### src/hw/sad_pkg.sv
`default_nettype none

package sad_pkg;

    // ADC sample width
    localparam int sample_w = 8;

    // score counter width, the MSB doubles as the saturation flag
    localparam int score_w = 16;

    typedef logic [sample_w-1:0] sample_t;
    typedef logic [score_w-1:0]  score_t;

    // two consecutive samples handled in one clock
    typedef struct packed {
        sample_t a;   // older sample
        sample_t b;   // newer sample
    } sample_pair_t;

endpackage

`default_nettype wire
### src/hw/sad_sample_pipe.sv
`timescale 1ns/1ps
`default_nettype none

module sad_sample_pipe #(
    parameter int ref_samples = 32
) (
    input  logic                             adc_sampleclk,
    input  logic                             reset,
    input  logic                             armed,
    input  sad_pkg::sample_t                 adc_datain,
    output sad_pkg::sample_pair_t            pair,
    output sad_pkg::sample_pair_t            pair_neg,
    output logic                             run,
    output logic                             arm_rise,
    output logic                             tick_tock,
    output logic [$clog2(ref_samples)-1:0]   phase_index
);

    localparam int phase_w = $clog2(ref_samples);
    localparam logic [phase_w-1:0] last_phase = phase_w'(ref_samples - 1);

    // two newest samples, overlapping by one from cycle to cycle
    always_ff @(posedge adc_sampleclk) begin
        pair.b     <= adc_datain;
        pair.a     <= pair.b;
        pair_neg.a <= -pair.a;   // lines up with the delayed pair in the diff stage
        pair_neg.b <= -pair.b;
    end

    always_ff @(posedge adc_sampleclk) begin
        if (reset) begin
            run      <= 1'b0;
            arm_rise <= 1'b0;
        end else begin
            run      <= armed;
            arm_rise <= armed && !run;   // high in the first cycle of run
        end
    end

    // window phase, held at zero while not running
    always_ff @(posedge adc_sampleclk) begin
        if (reset || !run)
            phase_index <= '0;
        else if (phase_index == last_phase)
            phase_index <= '0;
        else
            phase_index <= phase_index + 1'b1;
    end

    assign tick_tock = phase_index[0];

endmodule

`default_nettype wire

### config.mk
export PLATFORM = sky130hd
export DESIGN_NAME = sad_sample_pipe
export DESIGN_NICKNAME = d
export VERILOG_FILES = /design/src/hw/sad_pkg.sv /design/src/hw/sad_sample_pipe.sv
export SDC_FILE = /design/constraint.sdc
export NUM_CORES = 1
export LEC_CHECK = 0
export BUFFER_PORTS_ARGS = -buffer_cell sky130_fd_sc_hd__buf_2
export CAP_MARGIN = 30
export CORE_UTILIZATION = 48
export CTS_CLUSTER_SIZE = 24
export DETAILED_ROUTE_END_ITERATION = 16
export PLACE_DENSITY = 0.92
export SYNTH_ARGS = -nofsm -noshare
export SYNTH_HDL_FRONTEND = slang
export SYNTH_SLANG_ARGS = --single-unit
export TNS_END_PERCENT = 10
### constraint.sdc
create_clock -name adc_sampleclk -period 2.2 [get_ports adc_sampleclk]
set_input_delay 0.44 -clock adc_sampleclk [delete_from_list [all_inputs] [get_ports adc_sampleclk]]
set_output_delay 0.44 -clock adc_sampleclk [all_outputs]
set_load 0.02 [all_outputs]
==> metrics.txt <==
Int Pwr 0.9346 mW; critical path, cell by cell buf_2; Cells after Synth 87; clk slew on worst S/H paths 0.10 ns; H-tree Lvls 2; DP Worst Slack 0.8260 ns; post-CTS sizing 0; power share of the clock group 28.5%; syn avg cell area 13.07 µm²; status completed; hold_ws 0.2063 ns; setup bufs post-CTS 0; share of layout cells above drive strength 1 43.36%; CTS Buf Count 5; drt drc 0; Slew headroom 80.76%; RSZ-0062 raised after global routing no; WP data required approximately 1.8 ns; first-pass GRT wire length 3091 µm; wire length per cell 11.40 µm; final worst path period need 1.449 ns; Seq/Total Area, Yosys 66.89%; CP startpoint pair_neg[0]; Crit. End Element output port; n_diodes 0; IO buf count 50; global route overflow 0; Clock Skew ~0.0055 ns; largest net degree at the start of global routing 12; Netlist Area Pre-Place 0.001137 mm²; vias in the first global route between 700 and 800; Reg power frac 60.7%; antenna viol nets, final 0; Post-DP HPWL 1556 µm; Critical Path Slowest Stage Cell dfxtp_1; I/O pins 51; drt first pass iters 3; clk_lat worst skew 0.32 ns; # fillers around 170; critical path class flip-flop to output port; setup ws final 0.7512 ns; Initial DRC Count 8; Switching Share about a quarter; Slew Viols, Final 0; Period Utilization, post-route 65.86%; Yosys reg bits 38; dpl cells 163; syn nets 102; synth warn 0; power density over the cells 849.6 mW/mm²; Rows 17; die width 50.68 µm; fmax 0.6902 GHz; Vias 768; delay-heaviest family, CP flip-flops; Die Y ~50 µm; register area 760.7 µm²; Root Driver clkbuf_4; Layout area overhead 29.04%; clk buf depth 2; GPL Wtd Cong 0.6666; final hold vios 0; hold path start adc_datain[1]; sw power 0.3123 mW; final wirelength 1950 µm; Startpoint Class flip-flop; peak supply drop 0.6067 mV; CP Data Arrival Time 1.01 ns; Final Setup Violations 0; slew of the pin with the lowest slew margin 0.2864 ns; multi-input logic area 339.1 µm²; die area between 0.002 and 0.003 mm²; CP peak stage delay 0.47 ns; combinational fraction of design power 10.8%; Sum Neg Setup Slack 0 ns; Max-Cap Viols 0; peak fanout along the critical path 6; non-filler cells, final about 170; cts hold-fix bufs 0; Netlist cell types 17; reg2reg start phase_index[0]; CTS tree done; initial antenna violation count 0; core area 0.002212 mm²; GRT Overall Usage 17.09%; Initial Util 51.41%; CTS sink cnt 38; power consumption 1.247 mW; Hold Crit Class input port to flip-flop; vias per inst 4.491; CP Buf/Inv Count 1; reported leakage power 0.7016 nW; FF-to-FF setup slack 0.81 ns; final net count 157
cells in the final DEF, fill, tap and decap left out:
cell type / n
buf_2: 50
xnor2_1: 11
nor4_4: 2
clkinv_2: 1
nor3_1: 2
nor2_1: 6
clkbuf_8: 1
clkbuf_1: 1
nor2b_1: 2
nand3_1: 1
nor3b_1: 2
dfxtp_1: 38
and3_1: 3
or3_1: 1
xor2_1: 3
or3_2: 1
ha_1: 4
or4_4: 2
clkbuf_4: 5
inv_1: 6
nand2_1: 1
state kept, by name (all words and copies together), names as in the netlist:
name / count
phase_index: 5
pair_neg: 16
arm_rise: 1
pair: 15
run: 1
power by group through the flow:
stage	clock network [mW]	logic, mW	registers, mW
2_1_floorplan	0	0.0304	0.822
3_5_place_dp	0	0.136	0.773
5_1_grt	0.394	0.143	0.763
3_3_place_gp	0	0.133	0.770
4_1_cts	0.363	0.136	0.758
6_report	0.355	0.135	0.757
layout make-up:
cell class                 count  area share (%)
sequential                    38           51.83
inverter                       6           1.535
tap                           28           2.387
clock buffer                   7           3.751
clock inverter                 1          0.3410
timing repair buffer          50           17.05
multi-input combinational     41           23.10
cell families (layout without fill, tap and decap cells):
group                    count (synthesis)  after routing  share of synthesized area, %
flip-flops                              38             38                         66.89
AND/OR/NAND/NOR                         23             23                         14.63
XOR/XNOR                                14             14                         10.78
buffers and inverters                    8             64                         3.300
adder cells (fa/ha/maj)                  4              4                         4.401
cell usage after synthesis (all sizes together):
cell	number	area, µm²
and3	3	18.77
buf	2	15.01
dfxtp	38	760.7
ha	4	50.05
inv	6	22.52
nand2	1	3.750
nand3	1	5.000
nor2	6	22.52
nor2b	2	12.51
nor3	2	10.01
nor3b	2	15.01
nor4	2	42.54
or3	2	13.77
or4	2	22.52
xnor2	11	96.34
xor2	3	26.28
per-layer routing:
metal | share of wire, % | vias to the layer above | GRT usage [%] | routed length (µm)
li1 | - | 391 | - | -
met2 | 53 | 36 | 31.56 | 1042
met4 | 0.77 | 0 | 6.944 | 15
met1 | 37 | 339 | 15.84 | 720
met5 | 0 | - | 0 | 0
met3 | 8.7 | 2 | 8.182 | 170
metrics by stage:
stage / area, µm² / utilization [%]
2_1_floorplan: 1137 / -
3_3_place_gp: 1408 / 63.63
3_5_place_dp: 1408 / 63.63
4_1_cts: 1468 / 66.35
5_1_grt: 1468 / 66.35
6_report: 1468 / 66.35
worst paths after layout:
| path | depth (start not counted) | endpoint |
|---|---|---|
| max | 1 | pair[8] |
| min | 1 | pair[1] |
| max reg2reg | 6 | phase_index[2] |
| min reg2reg | 0 | pair[15] |
Power figures use the tool's default switching activity.
