### src/hw/sad_pkg.sv
`default_nettype none

package sad_pkg;

    // ADC sample width
    localparam int sample_w = 8;

    // score counter width, the MSB doubles as the saturation flag
    localparam int score_w = 16;

    typedef logic [sample_w-1:0] sample_t;
    typedef logic [score_w-1:0]  score_t;

    // two consecutive samples handled in one clock
    typedef struct packed {
        sample_t a;   // older sample
        sample_t b;   // newer sample
    } sample_pair_t;

endpackage

`default_nettype wire
### src/hw/sad_reg_pkg.sv
`default_nettype none

package sad_reg_pkg;

    localparam logic [7:0] addr_status            = 8'h00;  // write clears
    localparam logic [7:0] addr_threshold         = 8'h04;
    localparam logic [7:0] addr_reference         = 8'h05;  // one byte per reference sample
    localparam logic [7:0] addr_refen             = 8'h06;  // one bit per reference sample
    localparam logic [7:0] addr_multiple_triggers = 8'h07;

    typedef struct packed {
        logic [7:0] address;
        logic [6:0] bytecnt;   // byte offset within the register
        logic [7:0] datai;
        logic       write;
        logic       read;
    } reg_bus_t;

    typedef struct packed {
        sad_pkg::score_t threshold;
        logic            multiple_triggers;
    } sad_cfg_t;

    typedef struct packed {
        logic [15:0] num_triggers;
        logic [6:0]  reserved;    // reads as zero
        logic        triggered;
    } status_t;

endpackage

`default_nettype wire

### src/hw/sad_accum_bank.sv
`timescale 1ns/1ps
`default_nettype none

module sad_accum_bank #(
    parameter int ref_samples = 32
) (
    input  logic                                 adc_sampleclk,
    input  logic                                 run,
    input  logic                                 tick_tock,
    input  logic [$clog2(ref_samples)-1:0]       phase_index,
    input  sad_pkg::score_t [ref_samples/2-1:0]  incr,
    input  sad_reg_pkg::sad_cfg_t                cfg,
    output logic [ref_samples-1:0]               match
);

    localparam int phase_w   = $clog2(ref_samples);
    localparam int score_msb = sad_pkg::score_w - 1;
    localparam logic [phase_w-2:0] last_pair = (phase_w - 1)'(ref_samples / 2 - 1);

    // seed position lines counter 0 up with the first pair of a window
    localparam logic [ref_samples-1:0] restart_seed = ref_samples'(1) << (ref_samples - 3);

    logic                   ready_start;
    logic [ref_samples-1:0] restart;    // one hot, marks the counter whose window just closed
    logic [ref_samples-1:0] ready;
    sad_pkg::score_t        score [ref_samples];

    assign ready_start = (phase_index[phase_w-1:1] == last_pair);

    always_ff @(posedge adc_sampleclk) begin
        if (run) begin
            restart <= {restart[ref_samples-2:0], restart[ref_samples-1]};
            ready   <= {ready[ref_samples-2:0], ready[0] | ready_start};
        end else begin
            restart <= restart_seed;
            ready   <= '0;
        end
    end

    always_ff @(posedge adc_sampleclk) begin
        for (int j = 0; j < ref_samples; j++) begin
            // even counters add on odd phases, odd counters on even phases
            if (restart[j])
                score[j] <= incr[j/2];
            else if ((tick_tock == (j % 2 == 0)) && !score[j][score_msb])
                score[j] <= score[j] + incr[j/2];   // frozen once saturated

            match[j] <= restart[j] && ready[j] && (score[j] <= cfg.threshold);
        end
    end

endmodule

`default_nettype wire

### config.mk
export PLATFORM = sky130hd
export DESIGN_NAME = sad_accum_bank
export DESIGN_NICKNAME = d
export VERILOG_FILES = /design/src/hw/sad_pkg.sv /design/src/hw/sad_reg_pkg.sv /design/src/hw/sad_accum_bank.sv
export SDC_FILE = /design/constraint.sdc
export NUM_CORES = 2
export LEC_CHECK = 0
export BUFFER_PORTS_ARGS = -buffer_cell sky130_fd_sc_hd__buf_2
export CAP_MARGIN = 10
export CORE_MARGIN = 3
export CORE_UTILIZATION = 64
export DETAILED_ROUTE_END_ITERATION = 10
export PLACE_DENSITY_LB_ADDON = 0.05
export SETUP_SLACK_MARGIN = 0.15
export SLEW_MARGIN = 20
export SYNTH_ARGS = -nofsm -noshare
export SYNTH_HDL_FRONTEND = slang
export SYNTH_SLANG_ARGS = --single-unit
### constraint.sdc
create_clock -name adc_sampleclk -period 3.1 [get_ports adc_sampleclk]
set_input_delay 0.775 -clock adc_sampleclk [delete_from_list [all_inputs] [get_ports adc_sampleclk]]
set_output_delay 0.775 -clock adc_sampleclk [all_outputs]
set_load 0.05 [all_outputs]
==> flow_metrics.tcl <==
set metrics [dict create \
    port_buffers 310 \
    gp_congestion 0.964 \
    status "finished clean" \
    fmax_mhz 372 \
    synthesis.area_um2 57200 \
    syn_nets 7624 \
    seq_area_um2 17300 \
    hp-class "primary input to flop" \
    antenna_found_initial 56 \
    grt_pass1_vias 49900 \
    crit_type "flop to flop" \
    cts-resized-gates 0 \
    avgSynthCellArea_um2 9.05 \
    slowest_stage "edfxtp_1" \
    crit_path_end_kind "flop" \
    clk_latency_ns 0.66 \
    grt_pass1_wl_mm 267 \
    clock_path_buffers 3 \
    synthTopCellsByCount "ha_1 (992), nand2_1 (855), a21oi_1 (537)" \
    ys_types 64 \
    cp.required_ns 3.48 \
    synth_enable_flop_cells 512 \
    min_from "phase_index[1]" \
    grt_max_degree 33 \
    numCtsBuffers 77 \
    drive_gt1_share_pct 11.0 \
    path_cells "ha_1 -> fa_1 -> a21o_1 -> a41oi_1 -> o21ai_0 -> a311oi_1 -> xor2_1 -> o21ai_0" \
    startpoint_type "flop" \
    nFillCells 6661 \
    cp_max_fo 3 \
    root_buffer "clkbuf_16" \
    num_rows 108 \
    r2r_start "score[1][240]$_DFFE_PP_" \
    setup-violations-final 0 \
    ys_warn_count 0 \
    vias 52700 \
    yosys_most_used_dff "edfxtp_1" \
    tritoncts "yes" \
    finClkSkew_ns 0.0144 \
    drt_iter0_markers 4733 \
    vdd_drop_max_mv 0.374 \
    rsz0062_at_grt "no" \
    die_h_um 305 \
    crit_top_cell "o21ai_0" \
    synth_seq_area_share_pct 30.3 \
    areaGrowthSynthToFinish_pct 12.8 \
    cts_sinks 608 \
    p_leak_nw 28.1 \
    finalWirelength_mm 171 \
    netlist.area_leader.share_pct 26.9 \
    ant_nets 0 \
    htree_levels 3 \
    instances_no_fill 8079 \
    multi_input_area_um2 38700 \
    clk_pin_slew_ns 0.06 \
    powerDensity_nw_per_um2 421 \
    track_usage_pct 35.7 \
    vias_per_cell 6.53 \
    synth_cells 6319 \
    crit_arrival_ns 3.07 \
    drv_slew 0 \
    slowest_delay_ns 0.42 \
    die-area_um2 92900 \
    crit_start "score[1][240]$_DFFE_PP_" \
    min_period_ns 2.69 \
    drv_cap 0 \
    worst-slew-pin-transition_ns 0.977 \
    async_flop_share_pct 0 \
    drt_first_pass_iters 6 \
    synth.largest_area_cell "edfxtp_1" \
    placed_cells 7887 \
    grt_overflow_total 0 \
    crit_buf_inv 0 \
    critPathTopFamily "compound AO/OA/AOI/OAI gates" \
    start_util_pct 65.2 \
    min_period_over_period_pct 86.8 \
    timing.slew.headroom_pct 34.0 \
    boundaryPins 313 \
    yosysMostFrequentCell "ha_1" \
    postCtsSetupBuffers 0 \
    nets 8116 \
    wl_per_cell_um 21.2 \
    ys_ff_latch 608 \
    placeableCoreArea_um2 87700 \
    fin_ws_ns 0.411 \
    place_ws_ns -0.0681 \
    drcViolationCount 0 \
    hold_viol_final 0 \
    hpwl_mm 131 \
    die_x_um 305 \
    cts_hold_buf 0 \
    synth_area_leaders "edfxtp_1 (27%), ha_1 (22%), nand2_1 (5.6%)" \
]
[through the flow]
stage | total power [mW] | hold WS [ns] | TNS, ns | utilization, % | area, um2
after floorplan | 15.3 | 0.405 | 0 | - | 57200
after global placement | 17.4 | 0.434 | -0.0433 | 70.5 | 61800
after detailed placement | 17.7 | 0.430 | -0.145 | 70.5 | 61800
after CTS | 27.1 | 0.387 | 0 | 73.4 | 64400
after global routing | 28.5 | 0.442 | 0 | 73.5 | 64400
final | 27.1 | 0.426 | 0 | 73.5 | 64500
[layout make-up]
cell class	instances	share of cell area (%)
Antenna cell	48	0.186
Clock buffer	117	3.49
Clock inverter	27	0.468
Inverter	131	0.763
Multi-Input combinational cell	5420	60.1
Sequential cell	608	26.8
Tap cell	1155	2.24
Timing Repair Buffer	573	5.94
[layout by cell type, fill, tap and decap left out, drive strengths merged, types with 36 or more instances in the layout]
cell type  Yosys  routed
ha           992     992
nand2        855     855
buf           39     573
a21oi        537     537
o21ai        522     522
edfxtp       512     512
a21o         262     262
nand4        245     245
nor2         230     230
a211oi       157     157
xnor2        150     150
nand3        148     148
nor3         141     141
o31ai        141     141
inv          131     134
xor2         124     124
clkbuf       121     117
o21a         106     106
dfxtp         96      96
and2          94      94
nor2b         80      80
or4           68      68
o21bai        58      58
o211ai        52      52
diode          0      48
nand2b        48      48
or3           36      36
[cells by family after synthesis]
| family | share of synthesized area, % |
|---|---|
| simple gates | 17.5 |
| buf+inv | 1.98 |
| compound gates | 23.2 |
| flops | 30.3 |
| mux | 0.0985 |
| fa+ha+maj | 22.8 |
| xor+xnor | 4.20 |
[registers in the layout (all words and copies together) (netlist names)]
signal   count
restart     32
match       32
score      512
ready       32
[report_power, final]
group          switching [mW]  internal (mW)  leakage (nW)
registers               0.311           9.45          5.60
logic                    4.65           3.35          21.3
clock network            3.84           5.51          1.25
[final timing paths]
kind | end | slack (ns) | cells past startpoint
setup / recovery | score[1][254]$_DFFE_PP_ | 0.41 | 8
hold / removal | ready[0]$_SDFF_PN0_ | 0.43 | 3
setup reg to reg | score[1][254]$_DFFE_PP_ | 0.41 | 8
hold reg to reg | match[17]$_DFF_P_ | 0.45 | 2
[worst register-to-register path: stages, from the launching register on]
cell and delay, ns:
edfxtp_1 0.42, ha_1 0.25, fa_1 0.39, a21o_1 0.21, a41oi_1 0.22, o21ai_0 0.28
a311oi_1 0.42, xor2_1 0.16, o21ai_0 0.09
[metal layers]
| layer | vias up | share of wire (%) | global-route usage (%) |
|---|---|---|---|
| li1 | 25400 | - | - |
| met1 | 24600 | 42 | 47.7 |
| met2 | 2175 | 45 | 57.4 |
| met3 | 476 | 8.3 | 5.75 |
| met4 | 22 | 4.6 | 15.3 |
| met5 | - | 0.083 | 0 |
(Power assumes the default switching activity.)
