**config.mk**
```make
export PLATFORM = sky130hd
export DESIGN_NAME = sad_diff_stage
export DESIGN_NICKNAME = d
export VERILOG_FILES = /design/src/hw/sad_pkg.sv /design/src/hw/sad_diff_stage.sv
export SDC_FILE = /design/constraint.sdc
export NUM_CORES = 2
export LEC_CHECK = 0
export BUFFER_PORTS_ARGS = -buffer_cell sky130_fd_sc_hd__clkbuf_2
export CAP_MARGIN = 20
export CORE_MARGIN = 5
export CORE_UTILIZATION = 49
export DETAILED_ROUTE_END_ITERATION = 8
export PLACE_DENSITY = 0.72
export SETUP_SLACK_MARGIN = 0.5
export SLEW_MARGIN = 15
export SYNTH_ARGS = -nofsm -noshare
export SYNTH_HDL_FRONTEND = slang
export SYNTH_SLANG_ARGS = --single-unit
```
**constraint.sdc**
```tcl
create_clock -name adc_sampleclk -period 21 [get_ports adc_sampleclk]
set_input_delay 4.2 -clock adc_sampleclk [delete_from_list [all_inputs] [get_ports adc_sampleclk]]
set_output_delay 4.2 -clock adc_sampleclk [all_outputs]
set_load 0.005 [all_outputs]
```
**src/hw/sad_pkg.sv**
```systemverilog
`default_nettype none

package sad_pkg;

    // ADC sample width
    localparam int sample_w = 8;

    // score counter width, the MSB doubles as the saturation flag
    localparam int score_w = 16;

    typedef logic [sample_w-1:0] sample_t;
    typedef logic [score_w-1:0]  score_t;

    // two consecutive samples handled in one clock
    typedef struct packed {
        sample_t a;   // older sample
        sample_t b;   // newer sample
    } sample_pair_t;

endpackage

`default_nettype wire
```
**src/hw/sad_diff_stage.sv**
```systemverilog
`timescale 1ns/1ps
`default_nettype none

module sad_diff_stage #(
    parameter int ref_samples = 32
) (
    input  logic                                    adc_sampleclk,
    input  sad_pkg::sample_pair_t                   pair,
    input  sad_pkg::sample_pair_t                   pair_neg,
    input  logic                                    tick_tock,
    input  logic [$clog2(ref_samples)-1:0]          phase_index,
    input  sad_pkg::sample_t [ref_samples-1:0]      refsamples,
    input  logic [ref_samples-1:0]                  refen,
    output sad_pkg::score_t [ref_samples/2-1:0]     incr
);

    localparam int num_pairs = ref_samples / 2;
    localparam int phase_w   = $clog2(ref_samples);

    logic [phase_w-2:0]    pair_sel;        // reference pair feeding the chain
    sad_pkg::sample_pair_t pair_r;          // input pair, delayed to meet the decisions
    sad_pkg::sample_pair_t ref_chain [num_pairs];
    sad_pkg::sample_pair_t ref_r     [num_pairs];
    logic [1:0]            en_chain  [num_pairs];   // bit 0 goes with a, bit 1 with b
    logic [1:0]            en_r      [num_pairs];
    logic [1:0]            above     [num_pairs];   // input above reference

    // |x - r| in sample width, using the stored negative when x is below r
    function automatic sad_pkg::sample_t abs_term(
        input logic             en,
        input logic             gt,
        input sad_pkg::sample_t x,
        input sad_pkg::sample_t x_neg,
        input sad_pkg::sample_t r
    );
        sad_pkg::sample_t d;
        if (gt)
            d = x - r;
        else
            d = x_neg + r;
        return en ? d : '0;
    endfunction

    assign pair_sel = phase_index[phase_w-1:1];

    always_ff @(posedge adc_sampleclk) begin
        pair_r <= pair;

        ref_chain[0].a <= refsamples[{pair_sel, 1'b0}];
        ref_chain[0].b <= refsamples[{pair_sel, 1'b1}];
        en_chain[0]    <= {refen[{pair_sel, 1'b1}], refen[{pair_sel, 1'b0}]};

        // chain moves one slot every other cycle
        for (int p = 1; p < num_pairs; p++) begin
            if (!tick_tock) begin
                ref_chain[p] <= ref_chain[p-1];
                en_chain[p]  <= en_chain[p-1];
            end
        end

        for (int p = 0; p < num_pairs; p++) begin
            ref_r[p]    <= ref_chain[p];
            en_r[p]     <= en_chain[p];
            above[p][0] <= pair.a > ref_chain[p].a;
            above[p][1] <= pair.b > ref_chain[p].b;
            incr[p] <= sad_pkg::score_t'(abs_term(en_r[p][0], above[p][0],
                                                  pair_r.a, pair_neg.a, ref_r[p].a))
                     + sad_pkg::score_t'(abs_term(en_r[p][1], above[p][1],
                                                  pair_r.b, pair_neg.b, ref_r[p].b));
        end
    end

endmodule

`default_nettype wire

```
==> results.json <==
{
  "first_iter_violations": 3191,
  "rsz0062_at_grt": "false",
  "synth_edf_count": 270,
  "cp_num_cells": 13,
  "avgSynthCellArea_sq_um": 10.0,
  "syn_inst": 5470,
  "start_kind": "input pin",
  "grt_start_max_net_pins": 150,
  "cts_buffer_depth": 3,
  "status": "complete, no violations",
  "cellPowerDensity_nw_per_um2": 82.0,
  "clockRootBuffer": "clkbuf_16",
  "min_period_over_period_pct": 35.6,
  "power_frac_comb_pct": 29.9,
  "cp_data_required_time_ps": 21480,
  "post-route-util_pct": 55.4,
  "numCtsBuffers": 84,
  "drt-wirelength-per-cell_um": 23.2,
  "crit_start": "pair_neg[1]",
  "async_flop_share_pct": 0,
  "critPathMaxFanout": 32,
  "drive_above_1_share_pct": 12.6,
  "hold_viol_final": 0,
  "cts_htree_levels": 3,
  "synth_cell_types": 73,
  "post_drt_via_cell_ratio": 5.94,
  "hpwl_um": 136000,
  "cts_tree": "built",
  "clkTransAtPathRegs_ps": 60,
  "grt_pass1_vias": 44100,
  "arrival_ps": 7960,
  "r2r_cells": 10,
  "start_util_pct": 49.5,
  "track_usage_pct": 28.5,
  "endpoint_kind": "flop",
  "drt_pass1_iterations": 5,
  "yosys_warnings": 0,
  "drc": 0,
  "syn_area_sq_um": 55000,
  "critPathMaxStageDelay_ps": 630,
  "p_sw_share_pct": 33.7,
  "p_switching_mw": 1.70,
  "slew_headroom_pct": 27.8,
  "fin_cells": 7521,
  "route.antenna.remaining_nets": 0,
  "endpoint": "incr[150]",
  "min_path_cells": 0,
  "crit_type": "in -> reg",
  "cts_resized": 0,
  "grt_pass1_wl_um": 257000,
  "synthToLayoutAreaGrowth_pct": 11.9,
  "path_cells": "clkbuf_2 > buf_4 > ha_1 > a21o_1 > a21oi_1 > xnor2_1 > nor2_1 > a211oi_1 > ha_1 > a21oi_1 > nor2b_1 > o31ai_1 > a21boi_0",
  "r2r_end": "incr[166]",
  "p_leak_nw": 29.7,
  "finalMaxSlewViolations": 0,
  "clock_latency_ps": 650,
  "internal-power_mw": 3.34,
  "seqPwrFrac_pct": 39.0,
  "gp_congestion": 0.953,
  "num_rows": 122,
  "ys_seq_area_share_pct": 32.9,
  "synth_ff_type": "dfxtp_1",
  "finalSetupViolations": 0,
  "drt_wl_total_um": 175000,
  "r2r_start": "pair_r[9]",
  "slowest_stage": "a211oi_1",
  "worstHoldPathType": "reg -> reg",
  "vias": 44700,
  "power_frac_clock_pct": 31.1,
  "ys_ff_latch": 768,
  "cts.hold.buffers_added": 0,
  "peakVddDrop_v": 0.0000738,
  "die_w_um": 345,
  "fill_cells": 9663,
  "finClkSkew_ps": 22.7,
  "cts.sinks": 768,
  "period_minus_slack_ps": 7470,
  "finalSetupTns_ps": 0,
  "cap_violations": 0,
  "nNetsFinal": 7183,
  "crit_buf_inv": 2,
  "r2r_slack_ps": 16600,
  "fmax_ghz": 0.134,
  "grt_overflow": 0,
  "crit_family": "compound AO/OA/AOI/OAI gates",
  "core_region_area_sq_um": 111000,
  "fp.dieH_um": 345,
  "cts_setup_buffers": 0,
  "ios": 583,
  "antenna_found_initial": 24,
  "tightest_slew_ps": 1080,
  "die_area_sq_um": 119000,
  "io_buffers": 469,
  "dp.cells": 7346
}
## state kept, by name, indices dropped and copies added (netlist names)
register	cells
above	32
en_chain	32
en_r	32
incr	144
pair_r	16
ref_chain	256
ref_r	256
## layer usage
layer	vias up	wire (um)	track usage, %	share of wire, %
met2	1784	83200	49.0	48
met5	-	34	0	0.019
met4	4	11000	16.1	6.3
met1	21400	67200	33.5	39
li1	21100	-	-	-
met3	442	13100	5.29	7.5
## cell families after synthesis
logic type,synth area share [%]
compound gates,19.2
simple gates,10.3
fa+ha+maj,21.9
buf+inv,6.36
flops,32.9
xor+xnor,4.30
mux,5.17
other cells,0.00682
## power by group through the flow
| stage | combinational, mW | clock, mW | sequential (mW) |
|---|---|---|---|
| finish | 1.51 | 1.57 | 1.97 |
| global route | 1.66 | 1.65 | 1.98 |
| CTS | 1.50 | 1.59 | 1.96 |
| detailed placement | 1.48 | 0 | 1.99 |
| global placement | 1.45 | 0 | 1.99 |
| floorplan | 1.00 | 0 | 1.87 |
## metrics by stage
step	setup WS, ps	hold slack [ps]	instance area [sq um]	total power, mW
after floorplan	10980	323	55400	2.87
after global placement	12960	327	58500	3.44
after detailed placement	12920	330	58500	3.47
after CTS	13590	343	61400	5.05
after global routing	13450	345	61500	5.30
final	13530	342	61500	5.04
## synth_stat cells, types with 29 or more instances
cell	instances	area, sq um
o31ai_1	29	218
or3_1	55	344
o21bai_1	102	766
ha_1	832	10400
clkbuf_1	67	251
buf_4	118	886
a21oi_1	258	1290
a211oi_1	232	1740
nand3_1	61	305
nor2b_1	79	494
and3_1	56	350
o21a_1	68	510
nand3b_1	33	248
xnor2_1	180	1580
o21ai_0	274	1370
inv_1	575	2160
o211a_1	32	320
nor2_1	289	1080
a21o_1	264	1980
mux4_1	32	841
nand2b_1	31	194
xor2_1	90	788
mux4_2	58	1310
dfxtp_1	498	9970
o22ai_1	30	188
nand2_1	172	646
fa_1	80	1600
nand4_1	29	181
edfxtp_1	270	8110
nor3_1	45	225
mux2i_1	38	380
o2111ai_1	31	272
## layout make-up
type                       instances  area [sq um]  area share [%]
clock inverter                    48           573           0.932
clock buffer                     109          2390            3.88
timing repair buffer             493          2540            4.14
antenna                           18          45.0          0.0733
sequential                       768         18100            29.4
inverter                         576          2170            3.53
tap                             1488          1860            3.03
multi-input combinational       4021         33800            55.0
## cells in the final DEF, fill, tap and decap left out, types with 61 or more instances in the layout
cell / synthesis / final
xor2_1: 90 / 90
nor2b_1: 79 / 79
fa_1: 80 / 80
dfxtp_1: 498 / 486
inv_1: 575 / 574
nand3_1: 61 / 61
a21oi_1: 258 / 258
xnor2_1: 180 / 180
a211oi_1: 232 / 232
conb_1: 1 / 112
ha_1: 832 / 832
nor2_1: 289 / 289
o21ai_0: 274 / 274
nand2_1: 172 / 172
clkbuf_16: 0 / 90
o21a_1: 68 / 68
edfxtp_1: 270 / 270
clkbuf_2: 0 / 467
a21o_1: 264 / 264
o21bai_1: 102 / 102
## worst min-delay path by stage
stage	to	slack [ps]	start
after global routing	en_r[15][0]	350	en_chain[15][0]
after detailed placement	en_r[15][1]	330	en_chain[15][1]
after CTS	en_r[15][0]	340	en_chain[15][0]
final	en_r[15][0]	340	en_chain[15][0]
after global placement	en_r[15][1]	330	en_chain[15][1]
after floorplan	en_r[15][0]	320	en_chain[15][0]
No activity file was read; power rests on OpenSTA's default activity.
