`config.mk`:
```
export PLATFORM = sky130hd
export DESIGN_NAME = sad_trigger_ctrl
export DESIGN_NICKNAME = d
export VERILOG_FILES = /design/src/hw/sad_pkg.sv /design/src/hw/sad_reg_pkg.sv /design/src/hw/sad_trigger_ctrl.sv
export SDC_FILE = /design/constraint.sdc
export NUM_CORES = 1
export LEC_CHECK = 0
export BUFFER_PORTS_ARGS = -buffer_cell sky130_fd_sc_hd__buf_2
export CORE_MARGIN = 4
export CORE_UTILIZATION = 39
export DETAILED_ROUTE_END_ITERATION = 10
export PLACE_DENSITY = 0.78
export SYNTH_ARGS = -nofsm -noshare
export SYNTH_HDL_FRONTEND = slang
export SYNTH_SLANG_ARGS = --single-unit
```
`constraint.sdc`:
```
create_clock -name adc_sampleclk -period 1.75 [get_ports adc_sampleclk]
set_input_delay 0.175 -clock adc_sampleclk [delete_from_list [all_inputs] [get_ports adc_sampleclk]]
set_output_delay 0.175 -clock adc_sampleclk [all_outputs]
set_load 0.02 [all_outputs]
```
`src/hw/sad_pkg.sv`:
```
`default_nettype none

package sad_pkg;

    // ADC sample width
    localparam int sample_w = 8;

    // score counter width, the MSB doubles as the saturation flag
    localparam int score_w = 16;

    typedef logic [sample_w-1:0] sample_t;
    typedef logic [score_w-1:0]  score_t;

    // two consecutive samples handled in one clock
    typedef struct packed {
        sample_t a;   // older sample
        sample_t b;   // newer sample
    } sample_pair_t;

endpackage

`default_nettype wire
```
`src/hw/sad_reg_pkg.sv`:
```
`default_nettype none

package sad_reg_pkg;

    localparam logic [7:0] addr_status            = 8'h00;  // write clears
    localparam logic [7:0] addr_threshold         = 8'h04;
    localparam logic [7:0] addr_reference         = 8'h05;  // one byte per reference sample
    localparam logic [7:0] addr_refen             = 8'h06;  // one bit per reference sample
    localparam logic [7:0] addr_multiple_triggers = 8'h07;

    typedef struct packed {
        logic [7:0] address;
        logic [6:0] bytecnt;   // byte offset within the register
        logic [7:0] datai;
        logic       write;
        logic       read;
    } reg_bus_t;

    typedef struct packed {
        sad_pkg::score_t threshold;
        logic            multiple_triggers;
    } sad_cfg_t;

    typedef struct packed {
        logic [15:0] num_triggers;
        logic [6:0]  reserved;    // reads as zero
        logic        triggered;
    } status_t;

endpackage

`default_nettype wire

```
`src/hw/sad_trigger_ctrl.sv`:
```
`timescale 1ns/1ps
`default_nettype none

module sad_trigger_ctrl (
    input  logic                  adc_sampleclk,
    input  logic                  reset,
    input  logic                  match,          // any window phase matched
    input  sad_reg_pkg::sad_cfg_t cfg,
    input  logic                  clear_status,
    input  logic                  arm_rise,
    output logic                  trigger,
    output sad_reg_pkg::status_t  status
);

    logic trigger_r;

    always_ff @(posedge adc_sampleclk) begin
        if (reset) begin
            trigger   <= 1'b0;
            trigger_r <= 1'b0;
            status    <= '0;
        end else begin
            trigger   <= match && !(status.triggered && !cfg.multiple_triggers);
            trigger_r <= trigger;
            if (clear_status || arm_rise) begin
                status <= '0;
            end else if (trigger && !trigger_r) begin
                // a run of matching windows counts once
                status.triggered    <= 1'b1;
                status.num_triggers <= status.num_triggers + 16'd1;
            end
        end
    end

endmodule

`default_nettype wire

```
==> run_results.csv, run 1 <==
group,metric,value,unit
timing,finalHoldViolCount,0,
power,powerDensity,637,nW/µm²
timing,holdWs,0.0569,ns
clock_network,clk_pin_slew_worst_paths,0.11,ns
clock_network,htreeDepth,1,
timing,worst_slew_pin_slew,0.551,ns
die,initial_core_util,40.7,%
die,die_y,55.8,µm
placed_design,dp.cells,155,
finish,nNetsFinal,157,
yosys,syn_inst,101,
yosys,synth-edff-count,0,
yosys,synth_cell_types,33,
placed_design,gp_congestion,0.785,
clock_network,cts_tree,"done",
timing,max_freq,619,MHz
timing,fin_crit,1.61,ns
timing,relSlewSlack,63.3,%
setup_path,r2r_slack,0.14,ns
finish,antenna_cells,0,
yosys,yosys_register_bits,19,
timing,skew,0.00172,ns
detailed_routing,vias,815,
setup_path,end_kind,"register",
yosys,synth_warnings,0,
timing,setup_viol,0,
timing,rsz0062_at_grt,"no",
global_route,track_usage,12.9,%
setup_path,crit_type,"register to register",
die,die_w,55.8,µm
setup_path,crit_arrival,1.85,ns
die,die_area,3110,µm²
global_route,grt_pass1_vias,756,
global_route,grt-ovfl-total,0,
detailed_routing,drt_iter0_drc,14,
clock_network,clock_path_buffers,2,
timing,slew_viol_final,0,
power,peakVddDrop,0.000398,V
finish,layout_commonest_cell,"buf_2",
finish,fin_area,1110,µm²
global_route,grt_max_degree,17,
finish,syn2layout_area_growth,24.7,%
yosys,async_flop_share,0,%
finish,most-common-layout-cells,"buf_2 (23), dfxtp_1 (16), nor2_1 (14)",
clock_network,cts_sinks,19,
setup_path,cp-startpoint,"status[17]",
power,fin_total_pwr,0.708,mW
timing,period_share,92.3,%
power,p_leak,0.463,nW
clock_network,root_buffer,"clkbuf_4",
global_route,grt_pass1_wl,3150,µm
finish,layoutNonFillerInstCount,161,
min_path,hold_class,"primary input to register",
global_route,antenna_found_initial,0,
timing,tns,0,ns
yosys,synth_area_per_cell,8.82,µm²
setup_path,crit_required,1.98,ns
finish,drive_gt1_share,34.6,%
clock_network,numCtsBuffers,3,
yosys,ys_seq_area_share,42.7,%
clock_network,ctsHoldBuffers,0,
die,core,2190,µm²
detailed_routing,route.final.wire_length,1900,µm
yosys,syn-cell-area,891,µm²
detailed_routing,drc,0,
die,core.rowCount,17,
setup_path,start_kind,"register",
placed_design,place_area,1050,µm²
detailed_routing,wl_per_cell,11.8,µm
detailed_routing,drtAntennaViolNets,0,
yosys,ys.flop_type,"dfxtp_1",
setup_path,cp_max_fo,4,
run,cap_violations,0,
detailed_routing,via_per_inst,5.06,
setup_path,reg2reg_from,"status[17]",
die,pin_count,47,
placed_design,place.detailed.hpwl,1460,µm
placed_design,port_buffers,23,
clock_network,clkLatencyLatePin,0.30,ns
min_path,min_from,"reset",
detailed_routing,first_pass_iters,4,
run_status,outcome,"completed",
[cell type report]
class / count / area (µm²)
sequential: 19 / 384
clock buffer: 4 / 26.3
multi-input combinational: 78 / 483
fill: 222 / 1080
timing repair buffer: 32 / 183
tap: 28 / 35.0
[worst max-delay path: stages (launching register included)]
cell and delay (ns):
dfxtp_1 0.38, nand4_1 0.16, or4_4 0.52, or3_1 0.35, a21oi_1 0.14
[timing repair]
| item | in CTS | in global routing |
|---|---|---|
| setup buffers | 0 | 2 |
| hold endpoints to repair | 0 | 0 |
| gates resized for setup | 0 | 4 |
| setup endpoints to repair | 0 | 4 |
[path summary, 6_finish.rpt]
check               endpoint  depth (start not counted)
setup reg to reg  status[23]                          4
hold reg to reg   status[21]                          2
setup / recovery  status[23]                          4
hold / removal     trigger_r                          2
[cell families after synthesis]
logic type | after synthesis | synth area share (%)
and+or+nand+nor | 49 | 30.3
DFF | 19 | 42.7
xor gates and xnor gates | 9 | 8.85
other | 1 | 0.421
adders and majority gates | 1 | 1.40
buffers and inverters | 10 | 7.30
AOI/OAI and AO/OA | 10 | 6.74
muxes | 2 | 2.25
[through the flow]
step	worst slack (ns)	utilization, %
2_1_floorplan	0.00633	-
3_3_place_gp	0.160	48.1
3_5_place_dp	0.127	48.1
4_1_cts	0.0844	49.3
5_1_grt	0.0370	50.7
6_report	0.135	50.7
[synth_stat cells, types with 2 or more instances]
cell      number  share of area (%)
dfxtp_1       19                 43
nor2_1        14                5.9
buf_4          7                5.9
nand2_1        7                2.9
xnor2_1        5                4.9
a21oi_1        4                2.2
nand4_1        4                2.8
xor2_1         4                3.9
nand3_1        3                1.7
nor2b_1        3                2.1
o21ai_0        3                1.7
or3_1          3                2.1
clkbuf_1       2               0.84
mux2i_1        2                2.2
nor3_1         2                1.1
nor4_1         2                1.4
[metal layers]
metal,up-vias,routed length [µm],GRT usage (%)
li1,403,-,-
met1,384,840,14.9
met2,24,887,20.8
met3,4,124,2.78
met4,0,48,9.38
met5,-,0,0
[registers in the layout, summed over array words and instances (netlist names)]
register,flops
status,17
trigger_r,1
trigger,1
[power by group]
part / total [mW] / leakage, nW / switching [mW] / internal (mW)
clock: 0.226 / 0.0150 / 0.138 / 0.0889
combinational: 0.0439 / 0.293 / 0.0308 / 0.0130
sequential: 0.438 / 0.155 / 0.00252 / 0.435
Power figures use the tool's default switching activity.
==> run 2: changes to the inputs <==
RECOVER_POWER = 25   (was unset)
==> run 2 against run 1 <==
Power barely moved. First-iteration DRC count fell by 14%. Global-route usage unchanged. Final area shrank 0.68%. Via count down 0.12%. Critical path depth unchanged. Setup slack hardly changed. Register-to-register slack about the same. Utilization decreased by 0.34 points. Largest cell class unchanged.
==> run_results.csv, run 2 (synthesized netlist as in run 1, its figures left out) <==
group,metric,value,unit
run_status,outcome,"completed",
power,powerDensity,641,nW/µm²
clock_network,root_buffer,"clkbuf_4",
detailed_routing,first_pass_iters,4,
global_route,grt-ovfl-total,0,
finish,most-common-layout-cells,"buf_2 (17), dfxtp_1 (16), nor2_1 (14)",
clock_network,clock_path_buffers,2,
die,core,2190,µm²
die,pin_count,47,
setup_path,end_kind,"register",
detailed_routing,drc,0,
clock_network,cts_sinks,19,
setup_path,max_stage_delay,0.52,ns
setup_path,critPathBufInv,0,
detailed_routing,route.final.wire_length,1900,µm
setup_path,crit_required,1.98,ns
die,die_w,55.8,µm
setup_path,crit_arrival,1.85,ns
timing,max_freq,619,MHz
detailed_routing,via_per_inst,5.06,
finish,regMostFlops,"status",
die,die_y,55.8,µm
timing,worst_slew_pin_slew,0.550,ns
setup_path,cp_max_fo,4,
detailed_routing,vias,814,
timing,fin_crit,1.61,ns
global_route,track_usage,12.9,%
finish,largest_register_ffs,17,
timing,skew,0.00174,ns
power,seq_power_share,61.9,%
timing,setup_viol,0,
timing,period_share,92.3,%
clock_network,ctsHoldBuffers,0,
finish,layout_commonest_cell,"buf_2",
finish,antenna_cells,0,
finish,syn2layout_area_growth,23.9,%
setup_path,crit_type,"register to register",
timing,rsz0062_at_grt,"no",
die,initial_core_util,40.7,%
setup_path,crit_chain,"nand4_1, or4_4, or3_1, a21oi_1",
placed_design,gp_congestion,0.785,
placed_design,post-place-ws,0.127,ns
power,switching_share,24.1,%
power,p_clk_share,32.0,%
detailed_routing,drt_iter0_drc,12,
die,die_area,3110,µm²
finish,layoutNonFillerInstCount,161,
timing,finalHoldViolCount,0,
setup_path,path_delay_family,"simple AND/OR/NAND/NOR gates",
placed_design,port_buffers,23,
run,cap_violations,0,
global_route,grt_pass1_vias,756,
timing,relSlewSlack,63.3,%
timing,slew_viol_final,0,
timing,holdWs,0.0569,ns
detailed_routing,wl_per_cell,11.8,µm
timing,tns,0,ns
power,power.internal,0.537,mW
finish,drive_gt1_share,30.1,%
clock_network,htreeDepth,1,
finish,biggestRegsByFlops,"status: 17 flops, trigger: 1 flops, trigger_r: 1 flops",
clock_network,cts_tree,"done",
detailed_routing,drtAntennaViolNets,0,
placed_design,place.detailed.hpwl,1460,µm
power,net-switching-power,0.171,mW
global_route,grt_pass1_wl,3150,µm
timing,finalWorstSetupSlack,0.135,ns
clock_network,numCtsBuffers,3,
clock_network,clk_pin_slew_worst_paths,0.11,ns
global_route,grt_max_degree,17,
setup_path,start_kind,"register",
die,core.rowCount,17,
clock_network,clkLatencyLatePin,0.30,ns
power,p_leak,0.437,nW
power,p_comb_share,6.1,%
finish,nNetsFinal,157,
power,peakVddDrop,0.000398,V
placed_design,dp.cells,155,
global_route,antenna_found_initial,0,
setup_path,crit_slowest_cell,"or4_4",
min_path,hold_class,"primary input to register",
run 2: changes by cell type in the layout (fill, tap and decap cells not counted), sizes merged:
| cell | change |
|---|---|
| clkbuf | +6 |
| buf | -6 |
run 2: metal layers:
layer / part of all wire, % / global-route usage, % / up-vias
met2: 47 / 20.8 / 24
met4: 2.5 / 9.38 / 0
met3: 6.5 / 2.78 / 4
met1: 44 / 14.9 / 384
met5: 0 / 0 / -
li1: - / - / 402
run 2: final timing paths:
path              start          to  slack [ns]  cells after the start
max          status[17]  status[23]        0.14                      4
min               reset   trigger_r        0.06                      2
max reg2reg  status[17]  status[23]        0.14                      4
min reg2reg  status[21]  status[21]        0.50                      2
run 2: timing repair:
| item | 4_1_cts | 5_1_grt |
|---|---|---|
| setup endpoints to repair | 0 | 4 |
| hold endpoints to repair | 0 | 0 |
| setup buffers | 0 | 2 |
| resized for setup | 0 | 4 |
run 2: metrics by stage:
step	area [µm²]	power (mW)	util (%)
6_report	1100	0.708	50.4
5_1_grt	1100	0.734	50.4
4_1_cts	1080	0.716	49.3
3_5_place_dp	1050	0.490	48.1
3_3_place_gp	1050	0.490	48.1
2_1_floorplan	916	0.490	-
run 2: area by class of cell:
type / instances / area (µm²)
clock buffer: 4 / 26.3
fill: 224 / 1090
multi-input combinational: 78 / 483
sequential: 19 / 384
tap: 28 / 35.0
timing repair buffer: 32 / 175
run 2: power by group through the flow:
stage / sequential, mW / clock, mW / combinational [mW]
6_report: 0.438 / 0.226 / 0.0434
5_1_grt: 0.438 / 0.249 / 0.0473
4_1_cts: 0.438 / 0.235 / 0.0433
3_3_place_gp: 0.447 / 0 / 0.0423
3_5_place_dp: 0.448 / 0 / 0.0429
2_1_floorplan: 0.450 / 0 / 0.0404
==> run 3: changes to the inputs <==
MAX_ROUTING_LAYER = met4   (was unset)
==> run 3 against run 2 <==
Largest cell class unchanged. Final area unchanged. Power about the same. Highest routed layer unchanged. Die area unchanged. Critical path type unchanged. Register-to-register slack about the same. Critical path depth unchanged. Clock skew about the same.
==> run_results.csv, run 3 (synthesized netlist as in run 1, its figures left out) <==
group,metric,value,unit
placed_design,port_buffers,23,
global_route,grt_max_degree,17,
timing,holdWs,0.0552,ns
clock_network,numCtsBuffers,3,
clock_network,root_buffer,"clkbuf_4",
finish,most-common-layout-cells,"buf_2 (17), dfxtp_1 (16), nor2_1 (14)",
power,fin_total_pwr,0.708,mW
timing,tns,0,ns
global_route,track_usage,13.2,%
power,powerDensity,642,nW/µm²
placed_design,place_area,1050,µm²
min_path,hold_class,"primary input to register",
setup_path,start_kind,"register",
finish,drive_gt1_share,30.1,%
global_route,grt_pass1_wl,3140,µm
power,seq_power_share,61.8,%
clock_network,clk_pin_slew_worst_paths,0.11,ns
detailed_routing,vias,814,
timing,rsz0062_at_grt,"no",
detailed_routing,via_per_inst,5.06,
timing,finalWorstSetupSlack,0.135,ns
finish,fin_area,1100,µm²
power,switching_share,24.2,%
clock_network,cts_tree,"done",
power,power.internal,0.537,mW
run,cap_violations,0,
setup_path,crit_required,1.99,ns
power,p_comb_share,6.1,%
power,net-switching-power,0.171,mW
finish,antenna_cells,0,
timing,relSlewSlack,63.3,%
finish,biggestRegsByFlops,"status: 17 flops, trigger: 1 flops, trigger_r: 1 flops",
timing,worst_slew_pin_slew,0.550,ns
detailed_routing,drt_iter0_drc,12,
run_status,outcome,"completed",
die,die_y,55.8,µm
timing,setup_viol,0,
finish,largest_register_ffs,17,
timing,slew_viol_final,0,
timing,finalHoldViolCount,0,
detailed_routing,route.final.wire_length,1900,µm
die,initial_core_util,40.7,%
detailed_routing,wl_per_cell,11.8,µm
setup_path,end_kind,"register",
timing,max_freq,619,MHz
detailed_routing,first_pass_iters,4,
clock_network,clkLatencyLatePin,0.30,ns
clock_network,htreeDepth,1,
finish,fillers,224,
timing,period_share,92.3,%
detailed_routing,drtAntennaViolNets,0,
clock_network,cts_sinks,19,
die,core,2190,µm²
setup_path,crit_arrival,1.85,ns
clock_network,clock_path_buffers,2,
placed_design,dp.cells,155,
timing,skew,0.00191,ns
finish,regMostFlops,"status",
power,p_clk_share,32.1,%
die,die_area,3110,µm²
global_route,grt_pass1_vias,755,
power,p_leak,0.437,nW
setup_path,cp_max_fo,4,
placed_design,post-place-ws,0.127,ns
setup_path,crit_type,"register to register",
finish,nNetsFinal,157,
placed_design,place.detailed.hpwl,1460,µm
finish,fin_util,50.4,%
global_route,antenna_found_initial,0,
detailed_routing,drc,0,
finish,syn2layout_area_growth,23.9,%
finish,layout_commonest_cell,"buf_2",
placed_design,gp_congestion,0.796,
die,pin_count,47,
die,core.rowCount,17,
power,peakVddDrop,0.000399,V
timing,fin_crit,1.61,ns
global_route,grt-ovfl-total,0,
die,die_w,55.8,µm
finish,layoutNonFillerInstCount,161,
## run 3: cell counts in the layout (fill, tap and decap cells not counted)
Identical to the previous run, type by type.
## run 3: power groups by stage
stage	clock network, mW	logic (mW)	registers (mW)
floorplan	0	0.0404	0.450
global placement	0	0.0423	0.447
detailed placement	0	0.0429	0.448
CTS	0.235	0.0433	0.438
global route	0.249	0.0473	0.438
finish	0.227	0.0434	0.438
## run 3: path summary, 6_finish.rpt
path,startpoint,to,slack [ns],cells after the start
max,status[17],status[23],0.14,4
min,reset,trigger_r,0.06,2
max reg2reg,status[17],status[23],0.14,4
min reg2reg,status[21],status[21],0.50,2
## run 3: area by class of cell
class	instances	area (µm²)	share of cell area [%]
timing repair buffer	32	175	15.9
sequential	19	384	34.8
multi-input combinational	78	483	43.8
tap	28	35.0	3.17
clock buffer	4	26.3	2.38
## run 3: critical path, cell delays in order (launching register included)
cell and delay (ns):
dfxtp_1 0.38, nand4_1 0.16, or4_4 0.52, or3_1 0.35, a21oi_1 0.14
## run 3: timing repair
item | in CTS | in global routing
hold buffers | 0 | 0
endpoints found under the setup margin | 0 | 4
setup buffers | 0 | 2
resized for setup | 0 | 4
## run 3: per-layer routing
layer,track usage [%],vias up,wire length (µm)
li1,-,402,-
met1,15.1,384,852
met2,20.8,24,889
met3,2.32,4,113
met4,9.38,0,48
met5,-,-,0
